## src/vec_cfg_pkg.sv

```systemverilog
// Sizing constants and element types of the vector datapath, imported by every RTL block
`default_nettype none

package vec_cfg_pkg;

  ////////////////////
  // Sizing
  ////////////////////

  localparam int unsigned NrLanes      = 4;
  localparam int unsigned ElemWidth    = 32;
  localparam int unsigned NrVRegs      = 8;
  localparam int unsigned VLenElems    = 8;
  // Element i lives in lane i mod NrLanes, slot i div NrLanes
  localparam int unsigned ElemsPerLane = VLenElems / NrLanes;

  ////////////////////
  // Types
  ////////////////////

  typedef logic [ElemWidth-1:0]             elem_t;
  typedef logic [$clog2(NrVRegs)-1:0]       vreg_idx_t;
  typedef logic [$clog2(VLenElems)-1:0]     elem_idx_t;
  typedef logic [$clog2(ElemsPerLane)-1:0]  slot_idx_t;
  typedef logic [$clog2(NrLanes)-1:0]       lane_idx_t;

  // Lane that owns an element
  function automatic lane_idx_t elem_lane(elem_idx_t idx);
    return lane_idx_t'(idx % NrLanes);
  endfunction

  // Slot of an element inside its lane
  function automatic slot_idx_t elem_slot(elem_idx_t idx);
    return slot_idx_t'(idx / NrLanes);
  endfunction

endpackage : vec_cfg_pkg

`default_nettype wire

```

## src/vec_insn_pkg.sv

```systemverilog
// Opcodes, instruction word formats and the request and response structs between the blocks
`default_nettype none

package vec_insn_pkg;

  import vec_cfg_pkg::*;

  ////////////////////
  // Opcodes
  ////////////////////

  // Codes 7 to 15 are illegal
  typedef enum logic [3:0] {
    VADD   = 4'd0,
    VSUB   = 4'd1,
    VAND   = 4'd2,
    VOR    = 4'd3,
    VXOR   = 4'd4,
    VSPLAT = 4'd5,
    VEXT   = 4'd6
  } vop_e;

  function automatic logic vop_legal(vop_e op);
    return op <= VEXT;
  endfunction

  ////////////////////
  // Instruction word
  ////////////////////

  // Vector-vector format
  typedef struct packed {
    vop_e      op;
    vreg_idx_t vd;
    vreg_idx_t vs1;
    vreg_idx_t vs2;
    logic [2:0] spare;
  } arith_fmt_t;

  // Splat and extract format, opcode in the same place
  typedef struct packed {
    vop_e      op;
    vreg_idx_t vreg;
    elem_idx_t eidx;
    logic [5:0] spare;
  } move_fmt_t;

  typedef union packed {
    arith_fmt_t arith;
    move_fmt_t  move;
  } vinsn_u;

  ////////////////////
  // Channels
  ////////////////////

  typedef struct packed {
    vinsn_u insn;
    elem_t  scalar;
  } acc_req_t;

  typedef struct packed {
    elem_t result;
    logic  error;
  } acc_resp_t;

  // Decoded instruction as seen by sequencer and lanes
  typedef struct packed {
    vop_e      op;
    vreg_idx_t vd;
    vreg_idx_t vs1;
    vreg_idx_t vs2;
    elem_idx_t eidx;
    elem_t     scalar;
  } pe_req_t;

endpackage : vec_insn_pkg

`default_nettype wire

```

## src/vec_lane.sv

```systemverilog
// One vector lane: steps element operations over its slice of the register file
`default_nettype none

module vec_lane import vec_cfg_pkg::*, vec_insn_pkg::*; #(
  parameter int unsigned LaneId = 0
) (
  input  logic    clk_i,
  input  logic    arst_n_i,
  // Sequencer broadcast
  input  pe_req_t lane_req_i,
  input  logic    lane_req_valid_i,
  output logic    lane_done_o,
  output elem_t   lane_elem_o
);

  localparam slot_idx_t LastSlot = slot_idx_t'(ElemsPerLane - 1);

  pe_req_t   req_q;
  logic      active_q;
  slot_idx_t slot_q;
  logic      is_ext;
  logic      last;
  slot_idx_t rslot;
  elem_t     opa, opb;
  elem_t     result;

  assign is_ext = (req_q.op == VEXT);
  // Extract takes a single cycle, the rest one cycle per slot
  assign last   = is_ext || (slot_q == LastSlot);
  assign rslot  = is_ext ? elem_slot(req_q.eidx) : slot_q;

  assign lane_done_o = active_q && last;
  // Sequencer picks the owning lane
  assign lane_elem_o = opa;

  ////////////////////
  // Slot counter
  ////////////////////

  always_ff @(posedge clk_i or negedge arst_n_i) begin
    if (!arst_n_i) begin
      active_q <= 1'b0;
      slot_q   <= '0;
    end else if (lane_req_valid_i) begin
      active_q <= 1'b1;
      slot_q   <= '0;
    end else if (active_q) begin
      active_q <= !last;
      slot_q   <= last ? '0 : slot_q + slot_idx_t'(1);
    end
  end

  always_ff @(posedge clk_i) begin
    if (lane_req_valid_i) begin
      req_q <= lane_req_i;
    end
  end

  ////////////////////
  // ALU
  ////////////////////

  // Wraparound arithmetic
  always_comb begin
    case (req_q.op)
      VADD:    result = opa + opb;
      VSUB:    result = opa - opb;
      VAND:    result = opa & opb;
      VOR:     result = opa | opb;
      VXOR:    result = opa ^ opb;
      VSPLAT:  result = req_q.scalar;
      default: result = '0;
    endcase
  end

  // Reads are combinational so vd may alias vs1 or vs2
  vec_vrf i_vrf (
    .clk_i     (clk_i                  ),
    .arst_n_i  (arst_n_i               ),
    .raddr_a_i (req_q.vs1              ),
    .raddr_b_i (req_q.vs2              ),
    .rslot_i   (rslot                  ),
    .rdata_a_o (opa                    ),
    .rdata_b_o (opb                    ),
    .we_i      (active_q && !is_ext    ),
    .waddr_i   (req_q.vd               ),
    .wslot_i   (slot_q                 ),
    .wdata_i   (result                 )
  );

endmodule : vec_lane

`default_nettype wire

```

## src/vec_vrf.sv

```systemverilog
// Register file slice of one lane: two combinational read ports and one synchronous write port
`default_nettype none

module vec_vrf import vec_cfg_pkg::*; (
  input  logic      clk_i,
  input  logic      arst_n_i,
  // Read ports share the slot
  input  vreg_idx_t raddr_a_i,
  input  vreg_idx_t raddr_b_i,
  input  slot_idx_t rslot_i,
  output elem_t     rdata_a_o,
  output elem_t     rdata_b_o,
  // Write port
  input  logic      we_i,
  input  vreg_idx_t waddr_i,
  input  slot_idx_t wslot_i,
  input  elem_t     wdata_i
);

  elem_t [NrVRegs-1:0][ElemsPerLane-1:0] regs_q;

  assign rdata_a_o = regs_q[raddr_a_i][rslot_i];
  assign rdata_b_o = regs_q[raddr_b_i][rslot_i];

  // Registers start out at zero
  always_ff @(posedge clk_i or negedge arst_n_i) begin
    if (!arst_n_i) begin
      regs_q <= '0;
    end else if (we_i) begin
      regs_q[waddr_i][wslot_i] <= wdata_i;
    end
  end

endmodule : vec_vrf

`default_nettype wire

```

## config.mk

```make
export PLATFORM = sky130hd
export DESIGN_NAME = vec_lane
export DESIGN_NICKNAME = d
export VERILOG_FILES = /design/src/vec_cfg_pkg.sv /design/src/vec_insn_pkg.sv /design/src/vec_lane.sv /design/src/vec_vrf.sv
export SDC_FILE = /design/constraint.sdc
export NUM_CORES = 1
export LEC_CHECK = 0
export ABC_CLOCK_PERIOD_IN_PS = 8850
export BUFFER_PORTS_ARGS = -buffer_cell sky130_fd_sc_hd__buf_2
export CAP_MARGIN = 20
export CORE_MARGIN = 2
export CORE_UTILIZATION = 25
export DETAILED_ROUTE_END_ITERATION = 10
export PLACE_DENSITY = 0.41
export SYNTH_ARGS = -nofsm -noshare
export SYNTH_HDL_FRONTEND = slang
export SYNTH_SLANG_ARGS = --single-unit
```

## constraint.sdc

```tcl
create_clock -name clk_i -period 8.85 [get_ports clk_i]
set_input_delay 0.885 -clock clk_i [delete_from_list [all_inputs] [get_ports clk_i]]
set_output_delay 0.885 -clock clk_i [all_outputs]
set_load 0.01 [all_outputs]
```

==> impl_results.md <==
* Post-synth top area cell: dfrtp_1
* DR WL met2 at 52.5 mm
* Launching point of the worst reg2reg path: req_q[36]$_DFFE_PP_
* Syn_area_per_cell at 11.6 um^2
* Mux cell area share after synthesis at 0.260
* Worst EP arrival at 7.93 ns
* Post-synthesis sequential area ratio at 0.449
* Longest Clk Path Bufs at 3
* Ranking of synthesized cells by area: dfrtp_1 (41%), mux4_2 (21%), a21oi_1 (6.0%), nor2_1 (4.6%), edfxtp_1 (4.4%)
* Post-Syn Nets at 2,882
* Vias in the first global route at 22,900
* Fmax at 0.136 GHz
* Max VDD drop at 0.131 mV
* Synthesized netlist cell count at 2,728
* CTS Sinks at 560
* Most frequent cells after synthesis: dfrtp_1 (514), nor2_1 (388), a21oi_1 (382)
* Drt first pass iters at 6
* FF-to-FF path depth at 21
* First-pass GRT wire length at 163 mm
* Setup CP Type: register to register
* HP Class: primary input to async pin
* Flop2flop setup slack at 1.47 ns
* Post-DP Area at 34,200 um^2
* Overall routing resource usage at 0.169
* # DRC at 0
* Tcrit/Tclk final at 0.834
* Area grow syn2layout at 15.2%
* Post-Synth Simple-Gate Area at 0.0826
* Die W at 360 um
* I/O pin count at 84
* Buffers on Ports at 81
* Critical path's slowest cell: edfxtp_1
* Core Region at 126,000 um^2
* Post-Syn Area at 31,700 um^2
* Ys async rst share at 0.918
* Initial Util at 0.252
* Compound-Gate Fraction of Synth Area at 0.114
* Status: complete, no violations
* Pwr Density at 363 nW/um^2
* Max_cap viols at 0
* Post-detail-place hpwl at 68.0 mm
* Slew @ Worst Pin at 0.992 ns
* Yosys reg bits at 560
* Non-Filler Instances at 4,443
* Largest net degree at the start of global routing at 135
* Top sig layer: met4
* WL per Instance at 24.7 um
* CTS tree: done
* Largest family of logic cells by synthesized area: multiplexers
* Antenna Nets Post-Route at 0
* Layout Skew at 0.0269 ns
* Nets at 2,888
* Clock-pin slew on the worst setup and hold paths at 0.06 ns
* DRT met1 WL at 49.9 mm
* TNS Setup at 0 ns
* Post-Route WL at 110 mm
* Setup WS post-layout at 1.47 ns
* Synth Area in Adders at 0.0408
* Syn. warnings at 0
* CTS root buf: clkbuf_16
* Number of DRC markers in iteration 0 at 1,769
* Vias at 22,400
* DIE AREA at 130,000 um^2
* CP endpoint: i_vrf.regs_q[31]$_DFFE_PN0P_
* Number of synthesized flops with an enable pin at 46
* Proportion of layout cells with a drive suffix above 1 at 0.246
* Most used cell along the critical path: nor2_1
* Clk Latency, worst-skew pair at 0.63 ns
* WL met3 at 5.17 mm
* Crit path cell chain: buf_12 -> buf_4 -> mux4_2 -> mux2_2 -> nor3_1 -> o21bai_1 -> or4b_1 -> nor2_1 -> nor2_1 -> xnor2_1 -> ha_1 -> and4_1 -> a41oi_1 -> o21ai_0 -> a211oi_1 -> nor2_1 -> or3_1 -> o211ai_1 -> xnor2_1 -> o21ai_2 -> mux2_2
* Yosys top cell area share at 0.405
* Leakage at 15.0 nW
* H-tree depth at 3
* Count of pins over their slew limit at 0
* Setup crit start: req_q[36]$_DFFE_PP_
* Most common cell in the synthesized netlist: dfrtp_1
* Place WS at 1.41 ns
* Post-cts resize count at 0
* Crit-path max cell delay at 0.81 ns
* Total setup buffers inserted after CTS at 0
* Min Clock Period, post-route at 7.38 ns
* CP max FO at 50
* Clock buffers created by TritonCTS at 70
* XOR/XNOR share of the synthesized area at 0.0141
* Initial antenna violation count at 8
* Startpoint type of the worst setup path: register
* Post-route cell area at 36,600 um^2
* RSZ-0062 raised after global routing: false
* Global route total overflow at 0
* FF-to-FF End: i_vrf.regs_q[31]$_DFFE_PN0P_
* Crit path capture type: register
* Hold buffers post-CTS at 0
* Placer congestion estimate at 0.801
* Endpoints failing setup at 0
* Die height at 360 um
* Critical Path RT at 9.40 ns
* Yosys cell types at 63
* Slew headroom at 0.339
* # rows at 130
* Final hold viol count at 0
* Top FF cell, synth: dfrtp_1
* DP Cell Count at 4,312
* Detailed-route vias per instance at 5.04
through the flow:
step	hold WS [ns]	util	power, W
after global placement	0.476	0.272	0.0102
after detailed placement	0.486	0.272	0.0103
final	0.256	0.291	0.0133
after floorplan	0.458	-	0.00844
after global routing	0.309	0.291	0.0142
after CTS	0.268	0.291	0.0134
cells by family after synthesis:
logic type,count (synthesis)
AOI/OAI and AO/OA,657
xor gates and xnor gates,51
adders and majority gates,103
buffers and inverters,304
DFF,560
muxes,420
and+or+nand+nor,633
layout make-up:
| cell class | count | area, um^2 |
|---|---|---|
| Inverter | 76 | 285 |
| Tap cell | 1650 | 2060 |
| Multi-Input combinational cell | 1864 | 16400 |
| Fill cell | 13000 | 89200 |
| Clock inverter | 20 | 297 |
| Antenna cell | 5 | 12.5 |
| Sequential cell | 560 | 14200 |
| Clock buffer | 106 | 2100 |
| Timing Repair Buffer | 162 | 1130 |
routing by layer:
layer  track usage  vias up
met5             0        -
met2         0.277      486
met1         0.231    11700
met4        0.0410        0
met3        0.0296      127
li1              -    10100
registers in the layout (all words and copies together) (netlist names):
name and cells:
i_vrf.regs_q 512, req_q 46, active_q 1, slot_q 1
critical path, delay by kind of cell, from the launching register on:
kind | cells | cell delay [ns]
xor+xnor | 2 | 0.30
flops | 1 | 0.81
simple gates | 7 | 1.97
buf+inv | 2 | 0.79
fa+ha+maj | 1 | 0.36
compound gates | 6 | 1.91
mux | 3 | 1.11
worst min-delay path by stage:
stage | end | slack [ns] | startpoint
after detailed placement | i_vrf.regs_q[137]$_DFFE_PN0P_ | 0.49 | i_vrf.regs_q[137]$_DFFE_PN0P_
after global routing | i_vrf.regs_q[42]$_DFFE_PN0P_ | 0.31 | arst_n_i
after global placement | i_vrf.regs_q[220]$_DFFE_PN0P_ | 0.48 | i_vrf.regs_q[220]$_DFFE_PN0P_
final | i_vrf.regs_q[300]$_DFFE_PN0P_ | 0.26 | arst_n_i
after CTS | i_vrf.regs_q[300]$_DFFE_PN0P_ | 0.27 | arst_n_i
after floorplan | i_vrf.regs_q[199]$_DFFE_PN0P_ | 0.46 | i_vrf.regs_q[199]$_DFFE_PN0P_
where the power goes:
part	switching, W	internal [W]	total, W
logic	0.00302	0.00266	0.00568
clock network	0.00117	0.00184	0.00301
registers	0.000855	0.00372	0.00457
placed cells by master, fill, tap and decap left out, types with 21 or more instances in the layout:
cell type / instances
nand2_1: 146
clkbuf_16: 72
a21oi_1: 380
ha_1: 102
o21ai_0: 162
nor2_1: 378
dfrtp_1: 514
mux2_2: 82
mux2i_1: 21
buf_2: 79
inv_1: 76
mux4_2: 294
a222oi_1: 22
edfxtp_1: 46
xnor2_1: 43
buf_4: 74
a31oi_1: 21
Note: power is estimated with default switching activity, not from simulation.
