**src/vec_cfg_pkg.sv**
```systemverilog
// Sizing constants and element types of the vector datapath, imported by every RTL block
`default_nettype none

package vec_cfg_pkg;

  ////////////////////
  // Sizing
  ////////////////////

  localparam int unsigned NrLanes      = 4;
  localparam int unsigned ElemWidth    = 32;
  localparam int unsigned NrVRegs      = 8;
  localparam int unsigned VLenElems    = 8;
  // Element i lives in lane i mod NrLanes, slot i div NrLanes
  localparam int unsigned ElemsPerLane = VLenElems / NrLanes;

  ////////////////////
  // Types
  ////////////////////

  typedef logic [ElemWidth-1:0]             elem_t;
  typedef logic [$clog2(NrVRegs)-1:0]       vreg_idx_t;
  typedef logic [$clog2(VLenElems)-1:0]     elem_idx_t;
  typedef logic [$clog2(ElemsPerLane)-1:0]  slot_idx_t;
  typedef logic [$clog2(NrLanes)-1:0]       lane_idx_t;

  // Lane that owns an element
  function automatic lane_idx_t elem_lane(elem_idx_t idx);
    return lane_idx_t'(idx % NrLanes);
  endfunction

  // Slot of an element inside its lane
  function automatic slot_idx_t elem_slot(elem_idx_t idx);
    return slot_idx_t'(idx / NrLanes);
  endfunction

endpackage : vec_cfg_pkg

`default_nettype wire

```
**src/vec_insn_pkg.sv**
```systemverilog
// Opcodes, instruction word formats and the request and response structs between the blocks
`default_nettype none

package vec_insn_pkg;

  import vec_cfg_pkg::*;

  ////////////////////
  // Opcodes
  ////////////////////

  // Codes 7 to 15 are illegal
  typedef enum logic [3:0] {
    VADD   = 4'd0,
    VSUB   = 4'd1,
    VAND   = 4'd2,
    VOR    = 4'd3,
    VXOR   = 4'd4,
    VSPLAT = 4'd5,
    VEXT   = 4'd6
  } vop_e;

  function automatic logic vop_legal(vop_e op);
    return op <= VEXT;
  endfunction

  ////////////////////
  // Instruction word
  ////////////////////

  // Vector-vector format
  typedef struct packed {
    vop_e      op;
    vreg_idx_t vd;
    vreg_idx_t vs1;
    vreg_idx_t vs2;
    logic [2:0] spare;
  } arith_fmt_t;

  // Splat and extract format, opcode in the same place
  typedef struct packed {
    vop_e      op;
    vreg_idx_t vreg;
    elem_idx_t eidx;
    logic [5:0] spare;
  } move_fmt_t;

  typedef union packed {
    arith_fmt_t arith;
    move_fmt_t  move;
  } vinsn_u;

  ////////////////////
  // Channels
  ////////////////////

  typedef struct packed {
    vinsn_u insn;
    elem_t  scalar;
  } acc_req_t;

  typedef struct packed {
    elem_t result;
    logic  error;
  } acc_resp_t;

  // Decoded instruction as seen by sequencer and lanes
  typedef struct packed {
    vop_e      op;
    vreg_idx_t vd;
    vreg_idx_t vs1;
    vreg_idx_t vs2;
    elem_idx_t eidx;
    elem_t     scalar;
  } pe_req_t;

endpackage : vec_insn_pkg

`default_nettype wire

```
**src/vec_sequencer.sv**
```systemverilog
// Broadcasts one instruction to all lanes, waits for every lane and returns the extracted element
`default_nettype none

module vec_sequencer import vec_cfg_pkg::*, vec_insn_pkg::*; (
  input  logic                  clk_i,
  input  logic                  arst_n_i,
  // Dispatcher
  input  pe_req_t               pe_req_i,
  input  logic                  pe_req_valid_i,
  output logic                  pe_req_ready_o,
  output logic                  pe_done_o,
  output elem_t                 pe_result_o,
  // Lanes
  output pe_req_t               lane_req_o,
  output logic                  lane_req_valid_o,
  input  logic    [NrLanes-1:0] lane_done_i,
  input  elem_t   [NrLanes-1:0] lane_elem_i
);

  pe_req_t              req_q;
  logic                 busy_q;
  logic                 bcast_q;
  logic                 done_q;
  logic   [NrLanes-1:0] pending_q;
  logic   [NrLanes-1:0] pending_d;
  elem_t                result_q;
  lane_idx_t            owner;
  logic                 accept;

  assign accept           = pe_req_valid_i && !busy_q;
  assign pe_req_ready_o   = !busy_q;
  assign lane_req_o       = req_q;
  assign lane_req_valid_o = bcast_q;
  assign pe_done_o        = done_q;
  assign pe_result_o      = result_q;

  // Lanes that still have to report
  assign pending_d = pending_q & ~lane_done_i;
  assign owner     = elem_lane(req_q.eidx);

  ////////////////////
  // Control
  ////////////////////

  always_ff @(posedge clk_i or negedge arst_n_i) begin
    if (!arst_n_i) begin
      busy_q    <= 1'b0;
      bcast_q   <= 1'b0;
      done_q    <= 1'b0;
      pending_q <= '0;
    end else begin
      bcast_q <= accept;
      done_q  <= busy_q && (pending_d == '0);
      if (accept) begin
        busy_q    <= 1'b1;
        pending_q <= '1;
      end else if (busy_q) begin
        pending_q <= pending_d;
        if (pending_d == '0) begin
          busy_q <= 1'b0;
        end
      end
    end
  end

  ////////////////////
  // Payload
  ////////////////////

  // Only the owning lane holds the extracted element
  always_ff @(posedge clk_i) begin
    if (accept) begin
      req_q    <= pe_req_i;
      result_q <= '0;
    end else if (busy_q && lane_done_i[owner] && (req_q.op == VEXT)) begin
      result_q <= lane_elem_i[owner];
    end
  end

endmodule : vec_sequencer

`default_nettype wire

```
**config.mk**
```make
export PLATFORM = sky130hd
export DESIGN_NAME = vec_sequencer
export DESIGN_NICKNAME = d
export VERILOG_FILES = /design/src/vec_cfg_pkg.sv /design/src/vec_insn_pkg.sv /design/src/vec_sequencer.sv
export SDC_FILE = /design/constraint.sdc
export NUM_CORES = 1
export LEC_CHECK = 0
export ABC_CLOCK_PERIOD_IN_PS = 3350
export BUFFER_PORTS_ARGS = -buffer_cell sky130_fd_sc_hd__buf_2
export CAP_MARGIN = 5
export CORE_AREA = 2 2 105 107
export DETAILED_ROUTE_END_ITERATION = 10
export DIE_AREA = 0 0 107 109
export MAX_ROUTING_LAYER = met4
export PLACE_DENSITY = 0.76
export SYNTH_ARGS = -nofsm -noshare
export SYNTH_HDL_FRONTEND = slang
export SYNTH_SLANG_ARGS = --single-unit
```
**constraint.sdc**
```tcl
create_clock -name clk_i -period 3.35 [get_ports clk_i]
set_clock_uncertainty 0.1 [all_clocks]
set_input_delay 0.67 -clock clk_i [delete_from_list [all_inputs] [get_ports clk_i]]
set_output_delay 0.67 -clock clk_i [all_outputs]
set_load 0.02 [all_outputs]
```
==> results.json, run 1 <==
{
  "status": "completed",
  "hold_slack_ns": 0.0437,
  "final_util_pct": 51.5,
  "std_cell_rows": 38,
  "cp_max_fo": 33,
  "cts_tree": "built",
  "cts.sinks": 87,
  "yosysSeqAreaShare_pct": 58.7,
  "htreeDepth": 3,
  "insertion_delay_ns": 0.35,
  "yosysTopAreaCell": "edfxtp_1",
  "worstSetupPathType": "flop to output port",
  "avgSynthCellArea_um2": 14.7,
  "critPathLaunch": "lane_req_o[32]",
  "vias": 3299,
  "synth_most_common_cell": "edfxtp_1",
  "fin_crit_ns": 2.34,
  "drcViolationCount": 0,
  "post-route-cell-area_um2": 5460,
  "p_sw_share_pct": 35.5,
  "finalSetupViolations": 0,
  "max_slew_margin_pct": 33.6,
  "core_region_area_um2": 10600,
  "grt_start_max_net_pins": 50,
  "synthTopCellsByArea": "edfxtp_1, mux4_2, dfxtp_1",
  "setup_tns_ns": 0,
  "io_pins": 266,
  "nNetsFinal": 702,
  "wire_per_inst_um": 17.1,
  "postCtsHoldBufs": 0,
  "rsz0062_at_grt": "no",
  "gp_congestion": 0.822,
  "die-area_um2": 11700,
  "multi_input_area_um2": 1470,
  "worstHoldPathType": "input pin to asynchronous set/reset pin",
  "synth_commonest_cells": "edfxtp_1, mux4_2, dfxtp_1, nand2_1, nand4_1",
  "cts_buffers": 9,
  "die_w_um": 107,
  "grt_pass1_vias": 3296,
  "p_sw_mw": 1.12,
  "endpoint_kind": "output port",
  "p_leak_nw": 2.44,
  "clkTransAtPathRegs_ns": 0.09,
  "max-cap-violations": 0,
  "root_buffer": "clkbuf_8",
  "vdd_ir_drop_max_mv": 0.306,
  "async_reset_ff_share_pct": 8.05,
  "firstDrtPassIters": 4,
  "grt_pass1_wl_mm": 16.9,
  "regArea_um2": 2260,
  "num-fill-cells": 958,
  "period_share_pct": 69.7,
  "intPower_mw": 2.03,
  "start_util_pct": 36.3,
  "track_usage_pct": 19.7,
  "antenna_left": 0,
  "r2r-start": "lane_req_o[32]",
  "ctsResizeCount": 0,
  "report.final.slew_viol_count": 0,
  "yosysTopAreaCellShare_pct": 37.5,
  "wirelength_mm": 11.4,
  "finalHoldViolations": 0,
  "clock_path_buffers": 2,
  "area_delta_synth_final_pct": 42.0,
  "max_freq_mhz": 428,
  "pwr-share-clk_pct": 21.6,
  "antenna_found_initial": 1,
  "synth.distinct_cells": 21,
  "post-cts-setup-buffer-count": 0,
  "p_per_area_nw_per_um2": 576,
  "drt_iter0_drc": 126,
  "grt_overflow": 0,
  "io_buffer_count": 265,
  "p_comb_share_pct": 31.9,
  "synth_edf_count": 48,
  "ys.flop_type": "edfxtp_1",
  "netlist_area_um2": 3850,
  "ys_warn_count": 0,
  "drive_above_1_share_pct": 67.4,
  "synth_nets": 445,
  "via_per_inst": 4.96,
  "synth_seq_cells": 87,
  "seqPwrFrac_pct": 46.5,
  "hpwl_mm": 8.67,
  "synth_cells": 262,
  "cp.required_ns": 2.58,
  "placed_cell_area_um2": 5280,
  "die_h_um": 109,
  "worst_pin_slew_ns": 0.995,
  "startpoint_type": "flop",
  "arrival_ns": 1.57
}
registers in the layout (all words and copies together), names as in the netlist:
register          cells
lane_req_o           48
pe_result_o          32
pending_q             4
busy_q                1
lane_req_valid_o      1
pe_done_o             1
through the flow:
stage	setup slack [ns]	power, mW	cells
floorplan	1.25	2.11	262
global route	0.863	3.31	665
global placement	0.816	2.47	648
detailed placement	0.759	2.51	648
CTS	0.946	3.19	664
finish	1.01	3.15	665
logic make-up after synthesis:
family	Yosys count	share of synthesized area [%]
compound gates	38	8.04
mux	33	19.3
buf+inv	28	3.64
simple gates	76	10.3
flops	87	58.7
power by group through the flow:
stage,Sequential [mW],Clock (mW),Combinational (mW)
3_5_place_dp,1.50,0,1.01
6_report,1.46,0.680,1.00
4_1_cts,1.47,0.704,1.02
3_3_place_gp,1.48,0,0.989
2_1_floorplan,1.66,0,0.451
5_1_grt,1.49,0.744,1.08
path summary, 6_finish.rpt:
path | to | slack [ns] | cells past startpoint
worst max register to register | pe_result_o[0] | 1.04 | 3
max in group asynchronous | pending_q[2] | 2.95 | 1
worst min register to register | pe_result_o[26] | 0.36 | 2
worst min-delay path | pe_done_o | 0.04 | 1
min in group clk_i | pe_result_o[26] | 0.36 | 2
worst max-delay path | lane_req_o[32] | 1.01 | 2
layer usage:
metal,global-route usage (%),up-vias,wire [um]
li1,-,1548,-
met4,7.42,0,208
met2,35.4,136,6080
met3,2.63,15,604
met5,-,-,0
met1,22.6,1600,4470
worst max-delay path, cell delays in order (launching register included):
cell,delay [ns]
edfxtp_1,0.38
buf_4,0.54
buf_2,0.28
placed cells by master (no fill, tap or decap), drive strengths merged:
cell / synthesis / final
o21a: 1 / 1
o21ai: 36 / 36
nand3: 1 / 1
clkinv: 0 / 4
o22a: 1 / 1
nand4: 32 / 32
dfrtp: 7 / 7
nand2b: 4 / 4
nand2: 32 / 32
inv: 3 / 6
dfxtp: 32 / 32
clkbuf: 17 / 9
and3: 1 / 1
edfxtp: 48 / 48
buf: 8 / 271
mux4: 33 / 33
diode: 0 / 1
nor4bb: 2 / 2
nor2: 4 / 4
area by class of cell:
class,count,share of cell area (%)
Antenna cell,1,0.0458
Clock buffer,9,2.27
Clock inverter,7,1.01
Inverter,3,0.206
Multi-Input combinational cell,147,26.8
Sequential cell,87,41.3
Tap cell,140,3.21
Timing Repair Buffer,271,25.1
Note: power is estimated with default switching activity, not from simulation.
==> run 2: changes to the inputs <==
- ABC_CLOCK_PERIOD_IN_PS: 3350 -> 2000
- CORE_AREA: 2 2 105 107 -> unset
- CORE_UTILIZATION: unset -> 37
- DIE_AREA: 0 0 107 109 -> unset
- PLACE_DENSITY: 0.76 -> 0.8
- clock period: 3.35 -> 2 ns (I/O delays scaled with it)
==> results.json, run 2 (same netlist as run 1, synthesis figures left out) <==
{
  "status": "completed",
  "post-route-cell-area_um2": 5520,
  "worstSetupPathType": "flop to flop",
  "setup_tns_ns": 0,
  "firstDrtPassIters": 4,
  "cts_tree": "built",
  "largest_reg_flops": 48,
  "final_common_cell": "buf_2",
  "drt_iter0_drc": 242,
  "max_freq_mhz": 551,
  "placed_cells": 645,
  "arrival_ns": 1.94,
  "critPathMaxStageDelay_ns": 0.56,
  "grt_start_max_net_pins": 50,
  "startpoint_type": "flop",
  "r2r_cells": 3,
  "via_per_inst": 5.13,
  "gp_congestion": 0.884,
  "fin_cells": 663,
  "clock_path_buffers": 2,
  "antenna_found_initial": 0,
  "track_usage_pct": 23.8,
  "drive_above_1_share_pct": 67.3,
  "max_slew_margin_pct": 62.0,
  "regArea_um2": 2260,
  "seqPwrFrac_pct": 45.6,
  "hpwl_mm": 9.55,
  "clkTransAtPathRegs_ns": 0.10,
  "start_util_pct": 38.8,
  "p_sw_share_pct": 35.4,
  "cp_max_fo": 32,
  "pwr-share-clk_pct": 21.0,
  "fin_crit_ns": 1.81,
  "rr_endpoint": "pe_result_o[27]",
  "power_mw": 5.33,
  "report.final.slew_viol_count": 0,
  "worst_pin_slew_ns": 0.570,
  "grt_pass1_vias": 3591,
  "grt_overflow": 0,
  "multi_input_area_um2": 1460,
  "root_buffer": "clkbuf_8",
  "wire_per_inst_um": 18.3,
  "crit_path_cell_trace": "mux4_2 > and3_4 > o21ai_2",
  "io_pins": 266,
  "cp.required_ns": 2.13,
  "wl_met3_um": 995,
  "wirelength_mm": 12.1,
  "ff2ff_setup_slack_ns": 0.19,
  "holdPathStages": 1,
  "period_share_pct": 90.7,
  "final.setup.worst_slack_ns": 0.186,
  "p_leak_nw": 2.47,
  "p_comb_share_pct": 33.3,
  "insertion_delay_ns": 0.35,
  "num-fill-cells": 891,
  "vdd_ir_drop_max_mv": 0.393,
  "min_to": "lane_req_o[33]",
  "p_per_area_nw_per_um2": 966,
  "placed_cell_area_um2": 5330,
  "rsz0062_at_grt": "no",
  "layout_common_cells": "buf_2, edfxtp_1, mux4_2",
  "finalHoldViolations": 0,
  "p_sw_mw": 1.89,
  "hold_slack_ns": 0.115,
  "std_cell_rows": 36,
  "endpoint_kind": "flop",
  "area_delta_synth_final_pct": 43.6,
  "final_util_pct": 55.7,
  "hold_start": "pe_req_i[33]",
  "htreeDepth": 3,
  "vias": 3401,
  "io_buffer_count": 265,
  "place_ws_ns": 0.170,
  "grt_pass1_wl_mm": 18.9,
  "worst_path_max_delay_cell": "and3_4",
  "intPower_mw": 3.45,
  "critPathLaunch": "lane_req_o[32]",
  "max-cap-violations": 0,
  "core_region_area_um2": 9910,
  "cts_buffers": 9,
  "die-area_um2": 10800,
  "die_h_um": 104,
  "die_w_um": 104,
  "top_layer": "met4",
  "dr_wl_met2_mm": 6.09,
  "r2r-start": "lane_req_o[32]",
  "finalSetupViolations": 0,
  "nNetsFinal": 707,
  "worstHoldPathType": "input pin to flop",
  "drcViolationCount": 0,
  "drt-met1-wl_mm": 4.74,
  "antenna_left": 0,
  "cts.sinks": 87
}
-- run 2: area by class of cell --
type                    instances  area share, %
clock inverters                 7          0.974
repair buffers                276           26.1
multi-input cells             147           26.5
flip-flops and latches         87           40.9
clock buffers                   9           2.24
inverters                       3          0.249
well taps                     133           3.01
diodes                          1         0.0453
-- run 2: power groups by stage --
stage | clock network [mW] | logic, mW | registers [mW]
floorplan | 0 | 0.759 | 2.77
global placement | 0 | 1.76 | 2.46
detailed placement | 0 | 1.80 | 2.47
CTS | 1.16 | 1.80 | 2.43
global route | 1.23 | 1.90 | 2.47
finish | 1.12 | 1.78 | 2.43
-- run 2: timing repair --
| item | in CTS | in global routing |
|---|---|---|
| endpoints found under the hold margin | 7 | 0 |
| hold buffers | 1 | 0 |
| setup endpoints to repair | 0 | 1 |
| setup buffers | 0 | 0 |
| resized for setup | 0 | 1 |
-- run 2: worst max-delay path by stage --
stage,end,depth (start not counted)
2_1_floorplan,lane_req_o[0],5
3_3_place_gp,pe_result_o[0],3
3_5_place_dp,pe_result_o[31],3
4_1_cts,lane_req_o[33],2
5_1_grt,pe_result_o[31],3
6_report,pe_result_o[27],3
-- run 2: critical path: cells and delay by family, from the launching register on --
family / cells / cell delay [ns]
DFF: 1 / 0.47
muxes: 1 / 0.40
and+or+nand+nor: 1 / 0.56
AOI/OAI and AO/OA: 1 / 0.12
-- run 2: routing by layer --
metal,track usage [%],vias to the layer above
li1,-,1565
met1,26.8,1620
met2,39.3,191
met3,7.64,25
met4,9.18,0
met5,-,-
