===== src/vec_cfg_pkg.sv =====
// Sizing constants and element types of the vector datapath, imported by every RTL block
`default_nettype none

package vec_cfg_pkg;

  ////////////////////
  // Sizing
  ////////////////////

  localparam int unsigned NrLanes      = 4;
  localparam int unsigned ElemWidth    = 32;
  localparam int unsigned NrVRegs      = 8;
  localparam int unsigned VLenElems    = 8;
  // Element i lives in lane i mod NrLanes, slot i div NrLanes
  localparam int unsigned ElemsPerLane = VLenElems / NrLanes;

  ////////////////////
  // Types
  ////////////////////

  typedef logic [ElemWidth-1:0]             elem_t;
  typedef logic [$clog2(NrVRegs)-1:0]       vreg_idx_t;
  typedef logic [$clog2(VLenElems)-1:0]     elem_idx_t;
  typedef logic [$clog2(ElemsPerLane)-1:0]  slot_idx_t;
  typedef logic [$clog2(NrLanes)-1:0]       lane_idx_t;

  // Lane that owns an element
  function automatic lane_idx_t elem_lane(elem_idx_t idx);
    return lane_idx_t'(idx % NrLanes);
  endfunction

  // Slot of an element inside its lane
  function automatic slot_idx_t elem_slot(elem_idx_t idx);
    return slot_idx_t'(idx / NrLanes);
  endfunction

endpackage : vec_cfg_pkg

`default_nettype wire


===== src/vec_insn_pkg.sv =====
// Opcodes, instruction word formats and the request and response structs between the blocks
`default_nettype none

package vec_insn_pkg;

  import vec_cfg_pkg::*;

  ////////////////////
  // Opcodes
  ////////////////////

  // Codes 7 to 15 are illegal
  typedef enum logic [3:0] {
    VADD   = 4'd0,
    VSUB   = 4'd1,
    VAND   = 4'd2,
    VOR    = 4'd3,
    VXOR   = 4'd4,
    VSPLAT = 4'd5,
    VEXT   = 4'd6
  } vop_e;

  function automatic logic vop_legal(vop_e op);
    return op <= VEXT;
  endfunction

  ////////////////////
  // Instruction word
  ////////////////////

  // Vector-vector format
  typedef struct packed {
    vop_e      op;
    vreg_idx_t vd;
    vreg_idx_t vs1;
    vreg_idx_t vs2;
    logic [2:0] spare;
  } arith_fmt_t;

  // Splat and extract format, opcode in the same place
  typedef struct packed {
    vop_e      op;
    vreg_idx_t vreg;
    elem_idx_t eidx;
    logic [5:0] spare;
  } move_fmt_t;

  typedef union packed {
    arith_fmt_t arith;
    move_fmt_t  move;
  } vinsn_u;

  ////////////////////
  // Channels
  ////////////////////

  typedef struct packed {
    vinsn_u insn;
    elem_t  scalar;
  } acc_req_t;

  typedef struct packed {
    elem_t result;
    logic  error;
  } acc_resp_t;

  // Decoded instruction as seen by sequencer and lanes
  typedef struct packed {
    vop_e      op;
    vreg_idx_t vd;
    vreg_idx_t vs1;
    vreg_idx_t vs2;
    elem_idx_t eidx;
    elem_t     scalar;
  } pe_req_t;

endpackage : vec_insn_pkg

`default_nettype wire


===== src/vec_dispatcher.sv =====
// Host-facing decoder: accepts one instruction, rejects illegal opcodes and returns the response
`default_nettype none

module vec_dispatcher import vec_cfg_pkg::*, vec_insn_pkg::*; (
  input  logic      clk_i,
  input  logic      arst_n_i,
  // Host request and response
  input  acc_req_t  acc_req_i,
  input  logic      acc_req_valid_i,
  output logic      acc_req_ready_o,
  output acc_resp_t acc_resp_o,
  output logic      acc_resp_valid_o,
  input  logic      acc_resp_ready_i,
  // Sequencer
  output pe_req_t   pe_req_o,
  output logic      pe_req_valid_o,
  input  logic      pe_req_ready_i,
  input  logic      pe_done_i,
  input  elem_t     pe_result_i
);

  typedef enum logic [1:0] {IDLE, ISSUE, RESPOND} state_e;

  state_e    state_q, state_d;
  logic      issued_q;
  vop_e      op;
  pe_req_t   pe_req_dec, pe_req_q;
  acc_resp_t resp_q;

  ////////////////////
  // Decode
  ////////////////////

  assign op = acc_req_i.insn.arith.op;

  // Format chosen by opcode
  always_comb begin
    pe_req_dec        = '0;
    pe_req_dec.op     = op;
    pe_req_dec.scalar = acc_req_i.scalar;
    case (op)
      VSPLAT: pe_req_dec.vd = acc_req_i.insn.move.vreg;
      VEXT: begin
        pe_req_dec.vs1  = acc_req_i.insn.move.vreg;
        pe_req_dec.eidx = acc_req_i.insn.move.eidx;
      end
      default: begin
        pe_req_dec.vd  = acc_req_i.insn.arith.vd;
        pe_req_dec.vs1 = acc_req_i.insn.arith.vs1;
        pe_req_dec.vs2 = acc_req_i.insn.arith.vs2;
      end
    endcase
  end

  ////////////////////
  // FSM
  ////////////////////

  assign acc_req_ready_o  = (state_q == IDLE);
  assign acc_resp_valid_o = (state_q == RESPOND);
  assign acc_resp_o       = resp_q;
  assign pe_req_o         = pe_req_q;
  assign pe_req_valid_o   = (state_q == ISSUE) && !issued_q;

  always_comb begin
    state_d = state_q;
    case (state_q)
      IDLE:    if (acc_req_valid_i) state_d = vop_legal(op) ? ISSUE : RESPOND;
      ISSUE:   if (pe_done_i) state_d = RESPOND;
      RESPOND: if (acc_resp_ready_i) state_d = IDLE;
      default: state_d = IDLE;
    endcase
  end

  always_ff @(posedge clk_i or negedge arst_n_i) begin
    if (!arst_n_i) begin
      state_q  <= IDLE;
      issued_q <= 1'b0;
    end else begin
      state_q <= state_d;
      if (pe_req_valid_o && pe_req_ready_i) begin
        issued_q <= 1'b1;
      end else if (pe_done_i) begin
        issued_q <= 1'b0;
      end
    end
  end

  // Illegal opcodes get their error response at acceptance
  always_ff @(posedge clk_i) begin
    if (acc_req_valid_i && acc_req_ready_o) begin
      pe_req_q <= pe_req_dec;
      resp_q   <= '{result: '0, error: !vop_legal(op)};
    end else if ((state_q == ISSUE) && pe_done_i) begin
      resp_q <= '{result: pe_result_i, error: 1'b0};
    end
  end

endmodule : vec_dispatcher

`default_nettype wire


===== config.mk =====
export PLATFORM = sky130hd
export DESIGN_NAME = vec_dispatcher
export DESIGN_NICKNAME = d
export VERILOG_FILES = /design/src/vec_cfg_pkg.sv /design/src/vec_insn_pkg.sv /design/src/vec_dispatcher.sv
export SDC_FILE = /design/constraint.sdc
export NUM_CORES = 1
export LEC_CHECK = 0
export BUFFER_PORTS_ARGS = -buffer_cell sky130_fd_sc_hd__buf_2
export CORE_MARGIN = 2
export CORE_UTILIZATION = 46
export CTS_CLUSTER_DIAMETER = 80
export DETAILED_ROUTE_END_ITERATION = 8
export HOLD_SLACK_MARGIN = 0.15
export PLACE_DENSITY_LB_ADDON = 0.12
export SKIP_LAST_GASP = 1
export SYNTH_ARGS = -nofsm -noshare
export SYNTH_HDL_FRONTEND = slang
export SYNTH_SLANG_ARGS = --single-unit

===== constraint.sdc =====
create_clock -name clk_i -period 5.5 [get_ports clk_i]
set_input_delay 0 -clock clk_i [delete_from_list [all_inputs] [get_ports clk_i]]
set_output_delay 0 -clock clk_i [all_outputs]
set_load 0.05 [all_outputs]

==> results.md, run 1 <==
* Reg2reg end: state_q[1]
* Max-Cap Viols at 0
* Met1 Wirelength at between 3000 and 4000 um
* Vert. Die Dim at 83.7 um
* Sequential area share after synthesis at between 70% and 80%
* Die Width at 83.7 um
* CTS clk-pin slew, worst paths at approximately 90 ps
* Final-layout fill cell count at 420
* Post-Synthesis Cell Area at about 0.0029 mm^2
* Multi-input gate area at roughly 630 um^2
* Final Cell Area at 0.00481 mm^2
* Max-slew violations at 0
* Yosys reg bits at 84
* Slowest stage cell, crit path: inv_4
* Largest net degree at the start of global routing at 82
* PostCTS Resize Cnt at 0
* Crit path max fanout at 81
* Post-CTS setup buffer count at 0
* WL/cell at between 10 and 15 um
* Clock Tree Root: clkbuf_8
* Nets at between 500 and 600
* Syn Nets at 308
* Power per Cell Area at between 400 and 500 mW/mm^2
* CTS tree: built
* Worst setup path end: state_q[1]
* Io pins at 170
* Wire length on met3 at about 540 um
* ANT nets after route at 0
* Pleak at between 0.002 and 0.0025 uW
* Row Count at 29
* Slew Limit Headroom at 36.8%
* # diodes at 0
* CP startpoint: state_q[0]
* Register Area at between 0.002 and 0.0025 mm^2
* Overflow after GRT at 0
* Dpl hpwl at ~4500 um
* Number of I/O port buffers at 166
* Worst vdd rail ir drop at 0.361 mV
* Placed instance area at ~0.0038 mm^2
* Final setup TNS at 0 ps
* Cells after Synth at ~220
* Period utilisation layout at between 30% and 40%
* Reg2reg setup slack at roughly 3700 ps
* Area of the core at 0.00624 mm^2
* FF-to-FF path depth at 5
* Slew @ Worst Pin at 948 ps
* Required time worst endpoint at a little under 6000 ps
* Kind of start point of the critical path: flop
* Area Growth Syn to Fin at 64.7%
* Uppermost routed layer: met4
* Yosys warns at 0
* Initial core utilization at 46.8%
* Cts bufs inserted at 9
* Setup violators final at 0
* Violation count after the first detailed-routing iteration at 100
* Area leader, netlist: edfxtp_1
* Clock Skew at roughly 12 ps
* R2r startpoint: state_q[0]
* Synth cell types at 28
* Global-route wire length before repair at between 10,000 and 15,000 um
* Cells along the critical path: nor2_2 > nand2_4 > inv_4 > and2_4 > a211o_1
* Post-synth top area share at 50.3%
* Crit. End Element: flop
* CTS max path bufs at 2
* Layout cells sized above 1 at 40.5%
* Vias in the first global route at about 2,600
* Antenna violations before repair at 0
* Final GP Congestion at between 0.7 and 0.8
* Num Clock Sinks at 84
* Vias per cell at between 4 and 5
* Crit-path max cell delay at approximately 650 ps
* Drt drc at 0
* Fmax at 541 MHz
* Metal2 WL at 4160 um
* Drt pass-1 iters at 4
* Via Count at 2,606
* Synth area leaders: edfxtp_1 (50%), dfxtp_1 (22%), nand2_1 (8.3%)
* Tmin final at around 1800 ps
* Fin. Hold Viols at 0
* Total power draw at 2000 uW
* Routed wire length at ~8000 um
* Hold Crit Class: primary input to flop
* Worst EP arrival at between 2000 and 2500 ps
* Status: finished clean
* Htree depth at 3
* Path type of the worst setup path: flop to flop
* Worst skew pair latency at 350 ps
* Total die area at 0.00701 mm^2
* GRT Total Usage at about a quarter
* Syn Area/Cell at 13.2 um^2
* RSZ-0062 raised after global routing: false
-- cells in the final DEF (no fill, tap or decap), drive strengths merged --
cell | synthesis | final
a21oi | 32 | 32
clkinvlp | 0 | 1
o22ai | 1 | 1
and3b | 1 | 1
dfrtp | 3 | 3
a31o | 1 | 1
clkinv | 0 | 2
nand3b | 2 | 2
inv | 3 | 4
nand2 | 66 | 66
a22o | 4 | 4
clkbuf | 0 | 12
edfxtp | 49 | 49
dlygate4sd3 | 0 | 86
and2b | 1 | 1
or2b | 1 | 1
nor2 | 2 | 2
nor2b | 3 | 3
dfxtp | 32 | 32
a211o | 1 | 1
buf | 11 | 168
nor4bb | 1 | 1
xor2 | 1 | 1
and2 | 7 | 7
-- how the worst min path moves through the flow --
stage                        startpoint      endpoint  slack [ps]  depth (start not counted)
final                      acc_req_i[8]   pe_req_o[8]         360                          2
after global placement         arst_n_i      issued_q        -200                          1
after floorplan                arst_n_i      issued_q        -300                          0
after CTS                 acc_req_i[16]  pe_req_o[16]         350                          2
after detailed placement       arst_n_i      issued_q        -200                          1
after global routing      acc_req_i[16]  pe_req_o[16]         350                          2
-- routing by layer --
metal / vias up / global-route usage (%)
met5: - / 0
li1: 1270 / -
met3: 16 / 5.44
met1: 1209 / 25.6
met4: 0 / 12.3
met2: 111 / 41.5
-- where the power goes --
group	internal (uW)	total, uW	switching (uW)
Clock	188	400	212
Combinational	186	761	575
Sequential	801	843	42.8
-- state kept, by name (all words and copies together), names as in the netlist --
name	count
issued_q	1
state_q	2
acc_resp_o	33
pe_req_o	48
-- area by class of cell --
type / count / share of cell area (%)
tap: 77 / 2.00
clock buffer: 12 / 3.22
multi-input combinational: 124 / 13.1
clock inverter: 4 / 0.494
sequential: 84 / 45.4
timing repair buffer: 254 / 35.5
inverter: 3 / 0.286
-- metrics by stage --
stage | hold WS (ps) | utilization, % | worst slack [ps] | instances
2_1_floorplan | -296 | - | 3270 | 222
6_report | 357 | 77.1 | 3650 | 558
5_1_grt | 345 | 77.1 | 3470 | 558
4_1_cts | 345 | 77.1 | 3630 | 558
3_3_place_gp | -202 | 60.5 | 3690 | 456
3_5_place_dp | -201 | 60.5 | 3660 | 456
-- critical path, delay by kind of cell (launching register included) --
family	cells	cell delay, ps
compound gates	1	110
flops	1	420
buf+inv	1	650
simple gates	3	600
-- cells in the mapped netlist --
| master | instances |
|---|---|
| nor2_1 | 1 |
| buf_6 | 1 |
| buf_8 | 3 |
| and2_1 | 6 |
| or2b_1 | 1 |
| and2_4 | 1 |
| a22o_1 | 4 |
| nand2_4 | 1 |
| buf_2 | 7 |
| edfxtp_1 | 49 |
| and3b_1 | 1 |
| o22ai_1 | 1 |
| nor4bb_1 | 1 |
| dfrtp_1 | 3 |
| a21oi_2 | 5 |
| nand2_1 | 65 |
| xor2_1 | 1 |
| inv_4 | 1 |
| nor2_2 | 1 |
| a211o_1 | 1 |
| and2b_2 | 1 |
| a21oi_1 | 27 |
| a31o_2 | 1 |
| nor2b_1 | 3 |
| inv_1 | 2 |
| dfxtp_1 | 32 |
| nand3b_2 | 1 |
| nand3b_1 | 1 |
-- timing repair --
action                                  in CTS  in global routing
endpoints found under the setup margin       0                  0
endpoints found under the hold margin       88                  0
hold buffers                                86                  0
-- kinds of logic after synthesis --
family	synth area share (%)
flip-flops	74.8
AO/OA/AOI/OAI	8.13
XOR/XNOR	0.300
AND/OR/NAND/NOR	13.1
buffers and inverters	3.60
No activity file was read; power rests on OpenSTA's default activity.
==> run 2, diff against run 1 <==
--- a/config.mk
+++ b/config.mk
@@ -7,7 +7,7 @@
 export LEC_CHECK = 0
 export BUFFER_PORTS_ARGS = -buffer_cell sky130_fd_sc_hd__buf_2
 export CORE_MARGIN = 2
-export CORE_UTILIZATION = 46
+export CORE_UTILIZATION = 39
 export CTS_CLUSTER_DIAMETER = 80
 export DETAILED_ROUTE_END_ITERATION = 8
 export HOLD_SLACK_MARGIN = 0.15
==> constraint.sdc (replaced) <==
create_clock -name clk_i -period 1.55 [get_ports clk_i]
set_input_delay 0 -clock clk_i [delete_from_list [all_inputs] [get_ports clk_i]]
set_output_delay 0 -clock clk_i [all_outputs]
set_load 0.05 [all_outputs]
==> run 2 against run 1 <==
  * Utilization decreased by 9.3 points
  * Maximum frequency increased by 23%
  * Critical path type unchanged
  * Die area increased by 17%
  * Highest routed layer unchanged
  * Register-to-register slack got worse by 3600 ps
==> results.md, run 2 (synthesis results as in run 1) <==
* Io pins at 170 (unchanged)
* Fmax at 668 MHz (was 541 MHz)
* Routed wire length at 7910 um (was 8000 um)
* Tmin final at 1500 ps (was 1850 ps)
* Final GP Congestion at 0.727 (was 0.735)
* Clock network fraction of total power at 20.6% (was 20.0%)
* Crit-path max cell delay at 570 ps (was 650 ps)
* Vias per cell at 4.41 (was 4.67)
* Via Count at 2,577 (was 2,606)
* Drt pass-1 iters at 4 (unchanged)
* Max reg flops at 48 (unchanged)
* Pleak at 0.00218 uW (was 0.00215 uW)
* Worst skew pair latency at 340 ps (was 350 ps)
* CTS clk-pin slew, worst paths at 90 ps (about the same)
* Worst EP arrival at 1760 ps (was 2120 ps)
* Max-Cap Viols at 0 (unchanged)
* RSZ-0062 raised after global routing: false (unchanged)
* Clock Tree Root: clkbuf_8 (unchanged)
* Htree depth at 3 (unchanged)
* GRT Total Usage at 19.1% (was 23.3%)
* Num Clock Sinks at 84 (unchanged)
* Combinational Power Share at 38.3% (was 38.0%)
* CTS max path bufs at 2 (unchanged)
* # diodes at 0 (unchanged)
* Placed Instances at 484 (was 456)
* Status: finished clean (unchanged)
* Final setup TNS at 0 ps (unchanged)
* Buf/Inv on CP at 1 (unchanged)
* Violation count after the first detailed-routing iteration at 57 (was 100)
* Nets at 567 (was 562)
* Cell internal pwr at 4320 uW (was 1170 uW)
* Required time worst endpoint at 1820 ps (was 5770 ps)
* Min Hold Slack at 367 ps (was 357 ps)
* Slew Limit Headroom at 81.7% (was 36.8%)
* Cts bufs inserted at 9 (unchanged)
* Initial core utilization at 40.3% (was 46.8%)
* Layout Cells excl Fill at 585 (was 558)
* Slew @ Worst Pin at 275 ps (was 948 ps)
* Path type of the worst setup path: flop to flop (unchanged)
* Die Width at 90.6 um (was 83.7 um)
* Final WS setup at 53.8 ps (was 3650 ps)
* Area Growth Syn to Fin at 68.4% (was 64.7%)
* Sw power at 2950 uW (was 830 uW)
* Top Family by Delay on Critical Path: buffers and inverters (unchanged)
* Max-slew violations at 0 (unchanged)
* Dpl hpwl at 4790 um (was 4470 um)
* Fin. Hold Viols at 0 (unchanged)
* Overflow after GRT at 0 (unchanged)
* Layout cells sized above 1 at 42.0% (was 40.5%)
* Number of I/O port buffers at 166 (unchanged)
* Global-route wire length before repair at 12,400 um (was 12,600 um)
* Setup violators final at 0 (unchanged)
* Vert. Die Dim at 90.6 um (was 83.7 um)
* Area of the core at 0.00725 mm^2 (was 0.00624 mm^2)
* Vias in the first global route at 2,582 (was 2,599)
* Drt drc at 0 (unchanged)
* ANT nets after route at 0 (unchanged)
* Post-place setup slack at 189 ps (was 3660 ps)
* Sw frac at 40.6% (was 41.4%)
* Largest net degree at the start of global routing at 28 (was 82)
* Worst vdd rail ir drop at 0.722 mV (was 0.361 mV)
* Total power draw at 7270 uW (was 2000 uW)
* Slowest stage cell, crit path: dlygate4sd3_1 (was inv_4)
* Crit path max fanout at 4 (was 81)
* Row Count at 31 (was 29)
* Clock Skew at 9.75 ps (was 12.4 ps)
* Most frequent cells in the layout: buf_2 (166), dlygate4sd3_1 (84), nand2_1 (65), edfxtp_1 (49), dfxtp_1 (32) (was buf_2 (166), dlygate4sd3_1 (86), nand2_1 (65), edfxtp_1 (49), dfxtp_1 (32))
* WL/cell at 13.5 um (was 14.3 um)
* Cells along the critical path: or2b_1 > o22ai_1 > dlygate4sd3_1 (was nor2_2 > nand2_4 > inv_4 > and2_4 > a211o_1)
* CTS tree: built (unchanged)
* Commonest non-fill, non-tap cell in the layout: buf_2 (unchanged)
* Crit. End Element: flop (unchanged)
* Total die area at 0.00820 mm^2 (was 0.00701 mm^2)
* Hold Crit Class: primary input to flop (unchanged)
* Antenna violations before repair at 0 (unchanged)
* Flop pwr share at 41.1% (was 42.1%)
* Power per Cell Area at 1480 mW/mm^2 (was 416 mW/mm^2)
* Kind of start point of the critical path: flop (unchanged)
* Period utilisation layout at 96.5% (was 33.6%)
run 2: cell types whose count changed in the layout (fill, tap and decap cells not counted), moves of 2 or more:
cell	delta
clkbuf_8	-2
buf_12	+2
buf_4	+5
dlygate4sd3_1	-2
clkinv_4	+2
run 2: cell type report:
| type | instances | area, um^2 |
|---|---|---|
| fill | 581 | 2330 |
| inverter | 3 | 13.8 |
| timing repair buffer | 259 | 1760 |
| sequential | 84 | 2190 |
| clock inverter | 6 | 65.1 |
| clock buffer | 10 | 128 |
| tap | 99 | 124 |
| multi-input combinational | 124 | 638 |
run 2: routing by layer:
metal  track usage, %  wire length [um]
met5                0                 0
met4             7.18                70
met3             4.34               544
met2             33.8              4000
met1             22.6              3290
run 2: worst register-to-register path, cell delays in order, from the launching register on:
cell	delay, ps
dfrtp_1	420
or2b_1	270
o22ai_1	170
dlygate4sd3_1	570
run 2: repair_timing:
item / 4_1_cts / 5_1_grt
gates resized for setup: 0 / 1
hold buffers: 84 / 0
setup endpoints to repair: 0 / 1
buffers inserted: 0 / 1
hold endpoints to repair: 89 / 0
run 2: worst paths after layout:
check	slack [ps]	depth (start not counted)	end	from
worst max register to register	50	3	state_q[0]	state_q[1]
worst min-delay path	370	2	pe_req_o[27]	acc_req_i[27]
max in group asynchronous	790	3	state_q[0]	arst_n_i
worst max-delay path	50	3	state_q[0]	state_q[1]
worst min register to register	450	2	acc_resp_o[6]	acc_resp_o[6]
min in group asynchronous	590	3	state_q[1]	arst_n_i
run 2: power groups by stage:
| stage | clock, uW | combinational, uW | sequential (uW) |
|---|---|---|---|
| after floorplan | 0 | 656 | 4350 |
| after global placement | 0 | 2580 | 3020 |
| after detailed placement | 0 | 2600 | 3030 |
| after CTS | 1540 | 2770 | 2990 |
| after global routing | 1610 | 2930 | 3030 |
| final | 1490 | 2780 | 2990 |
run 2: per-stage QoR:
step | instance area (um^2) | util (%)
after CTS | 4910 | 67.7
final | 4920 | 67.8
after detailed placement | 3880 | 53.5
after global placement | 3880 | 53.5
after floorplan | 2950 | -
after global routing | 4920 | 67.8
==> run 3, diff against run 2 <==
--- a/config.mk
+++ b/config.mk
@@ -11,7 +11,7 @@
 export CTS_CLUSTER_DIAMETER = 80
 export DETAILED_ROUTE_END_ITERATION = 8
 export HOLD_SLACK_MARGIN = 0.15
-export PLACE_DENSITY_LB_ADDON = 0.12
+export PLACE_DENSITY = 0.76
 export SKIP_LAST_GASP = 1
 export SYNTH_ARGS = -nofsm -noshare
 export SYNTH_HDL_FRONTEND = slang
==> run 3 against run 2 <==
  * Register-to-register slack better by 190 ps
  * Clock skew down 4.8 ps
  * Clock power shrank 9%
  * Highest routed layer unchanged
  * Global-route usage rose by 2.7 points
  * Total power decreased by 1.1%
==> results.md, run 3 (synthesis results as in run 1) <==
* Pleak at 0.00218 uW (about the same)
* Number of I/O port buffers at 166 (unchanged)
* FF-to-FF path depth at 4 (was 3)
* Placed instance area at 0.00391 mm^2 (was 0.00388 mm^2)
* Antenna violations before repair at 1 (was 0)
* Largest net degree at the start of global routing at 28 (unchanged)
* Tmin final at 1410 ps (was 1500 ps)
* Initial core utilization at 40.3% (unchanged)
* WL/cell at 14.7 um (was 13.5 um)
* Vias per cell at 4.56 (was 4.41)
* Layout cells sized above 1 at 42.1% (was 42.0%)
* Worst EP arrival at 1410 ps (was 1760 ps)
* Area Growth Syn to Fin at 68.3% (was 68.4%)
* Hold Crit Class: primary input to flop (unchanged)
* Max-slew violations at 0 (unchanged)
* Final Cell Area at 0.00492 mm^2 (about the same)
* Crit path max fanout at 5 (was 4)
* CTS tree: built (unchanged)
* Routed wire length at 8600 um (was 7910 um)
* GRT Total Usage at 21.8% (was 19.1%)
* Final setup TNS at 0 ps (unchanged)
* Register Area at 0.00219 mm^2 (unchanged)
* Max reg flops at 48 (unchanged)
* Final GP Congestion at 0.762 (was 0.727)
* CTS max path bufs at 2 (unchanged)
* Commonest non-fill, non-tap cell in the layout: buf_2 (unchanged)
* R2r startpoint: state_q[1] (unchanged)
* Cts bufs inserted at 9 (unchanged)
* Fmax at 708 MHz (was 668 MHz)
* CTS clk-pin slew, worst paths at 80 ps (was 90 ps)
* Overflow after GRT at 0 (unchanged)
* Num Clock Sinks at 84 (unchanged)
* Nets at 566 (was 567)
* Kind of start point of the critical path: flop (unchanged)
* Power per Cell Area at 1460 mW/mm^2 (was 1480 mW/mm^2)
* Htree depth at 3 (unchanged)
* Worst setup path end: pe_req_valid_o (was state_q[0])
* Io pins at 170 (unchanged)
* Total die area at 0.00820 mm^2 (unchanged)
* Clock Tree Root: clkbuf_8 (unchanged)
* Required time worst endpoint at 1550 ps (was 1820 ps)
* Worst skew pair latency at 340 ps (about the same)
* Die Width at 90.6 um (unchanged)
* ANT nets after route at 0 (unchanged)
* Drt drc at 0 (unchanged)
* Status: finished clean (unchanged)
* Most frequent cells in the layout: buf_2 (166), dlygate4sd3_1 (83), nand2_1 (65), edfxtp_1 (49), dfxtp_1 (32) (was buf_2 (166), dlygate4sd3_1 (84), nand2_1 (65), edfxtp_1 (49), dfxtp_1 (32))
* Area of the core at 0.00725 mm^2 (unchanged)
* Reg2reg end: pe_req_o[1] (was state_q[0])
* Min Hold Slack at 372 ps (was 367 ps)
* Clock Skew at 4.96 ps (was 9.75 ps)
* Multi-input gate area at 638 um^2 (unchanged)
* Crit. End Element: output pin (was flop)
* Via Count at 2,668 (was 2,577)
* Row Count at 31 (unchanged)
* Slew Limit Headroom at 81.0% (was 81.7%)
* Path type of the worst setup path: flop to output pin (was flop to flop)
* Reg2reg setup slack at 240 ps (was 50 ps)
* Setup violators final at 0 (unchanged)
* Fin. Hold Viols at 0 (unchanged)
* Global-route wire length before repair at 13,800 um (was 12,400 um)
* Post-CTS setup buffer count at 0 (unchanged)
* RSZ-0062 raised after global routing: false (unchanged)
* Period utilisation layout at 91.1% (was 96.5%)
* Dpl hpwl at 5070 um (was 4790 um)
* Slew @ Worst Pin at 288 ps (was 275 ps)
* Drt pass-1 iters at 5 (was 4)
* Vert. Die Dim at 90.6 um (unchanged)
* Vias in the first global route at 2,743 (was 2,582)
* Final-layout fill cell count at 492 (was 581)
* CP startpoint: state_q[1] (unchanged)
* Violation count after the first detailed-routing iteration at 108 (was 57)
* Worst vdd rail ir drop at 0.708 mV (was 0.722 mV)
* Max-Cap Viols at 0 (unchanged)
run 3: changes by cell type in the layout (fill, tap and decap cells not counted):
cell,previous run,this run
clkinvlp_2,1,0
diode_2,0,1
bufinv_16,1,0
clkinv_2,1,0
inv_6,0,2
inv_4,1,3
dlygate4sd3_1,84,83
buf_4,7,5
clkinv_4,2,1
buf_12,2,4
run 3: layer usage:
metal	wire, um	track usage, %	share of wire, %
met1	3230	23.4	38
met2	4600	39.5	54
met5	0	0	0
met4	229	9.62	2.7
met3	539	6.43	6.3
run 3: area by class of cell:
type,count,area share (%)
antenna,1,0.0509
clock buffer,10,2.59
clock inverter,6,0.941
inverter,3,0.280
multi-input combinational,124,13.0
sequential,84,44.5
tap,99,2.52
timing repair buffer,258,36.2
run 3: timing repair:
| action | 4_1_cts | 5_1_grt |
|---|---|---|
| resized for setup | 0 | 1 |
| hold buffers | 84 | 0 |
| endpoints found under the setup margin | 0 | 1 |
| hold endpoints to repair | 93 | 0 |
run 3: critical path: stages, from the launching register on:
cell and delay [ps]:
dfrtp_1 430, or2b_1 270, nor2_2 110, buf_2 270
run 3: where the power goes:
| group | internal (uW) | switching, uW | leakage, uW |
|---|---|---|---|
| Sequential | 2830 | 170 | 0.000763 |
| Clock | 599 | 766 | 0.0000881 |
| Combinational | 754 | 2060 | 0.00133 |
| Total | 4190 | 3000 | 0.00218 |
run 3: through the flow:
step	util, %	cells	power (uW)	worst slack, ps
after floorplan	-	222	5010	51.8
after CTS	67.9	585	7230	51.3
after global placement	53.9	485	5630	259
after detailed placement	53.9	485	5680	229
final	67.8	585	7190	138
after global routing	67.8	585	7500	60.7
run 3: how the worst min path moves through the flow:
stage                     cells past startpoint      endpoint     startpoint  slack [ps]
after floorplan                               0      issued_q       arst_n_i        -300
after global placement                        1      issued_q       arst_n_i        -200
after detailed placement                      1      issued_q       arst_n_i        -200
after CTS                                     2   pe_req_o[0]   acc_req_i[0]         350
after global routing                          2  pe_req_o[31]  acc_req_i[31]         350
final                                         2   pe_req_o[8]   acc_req_i[8]         370
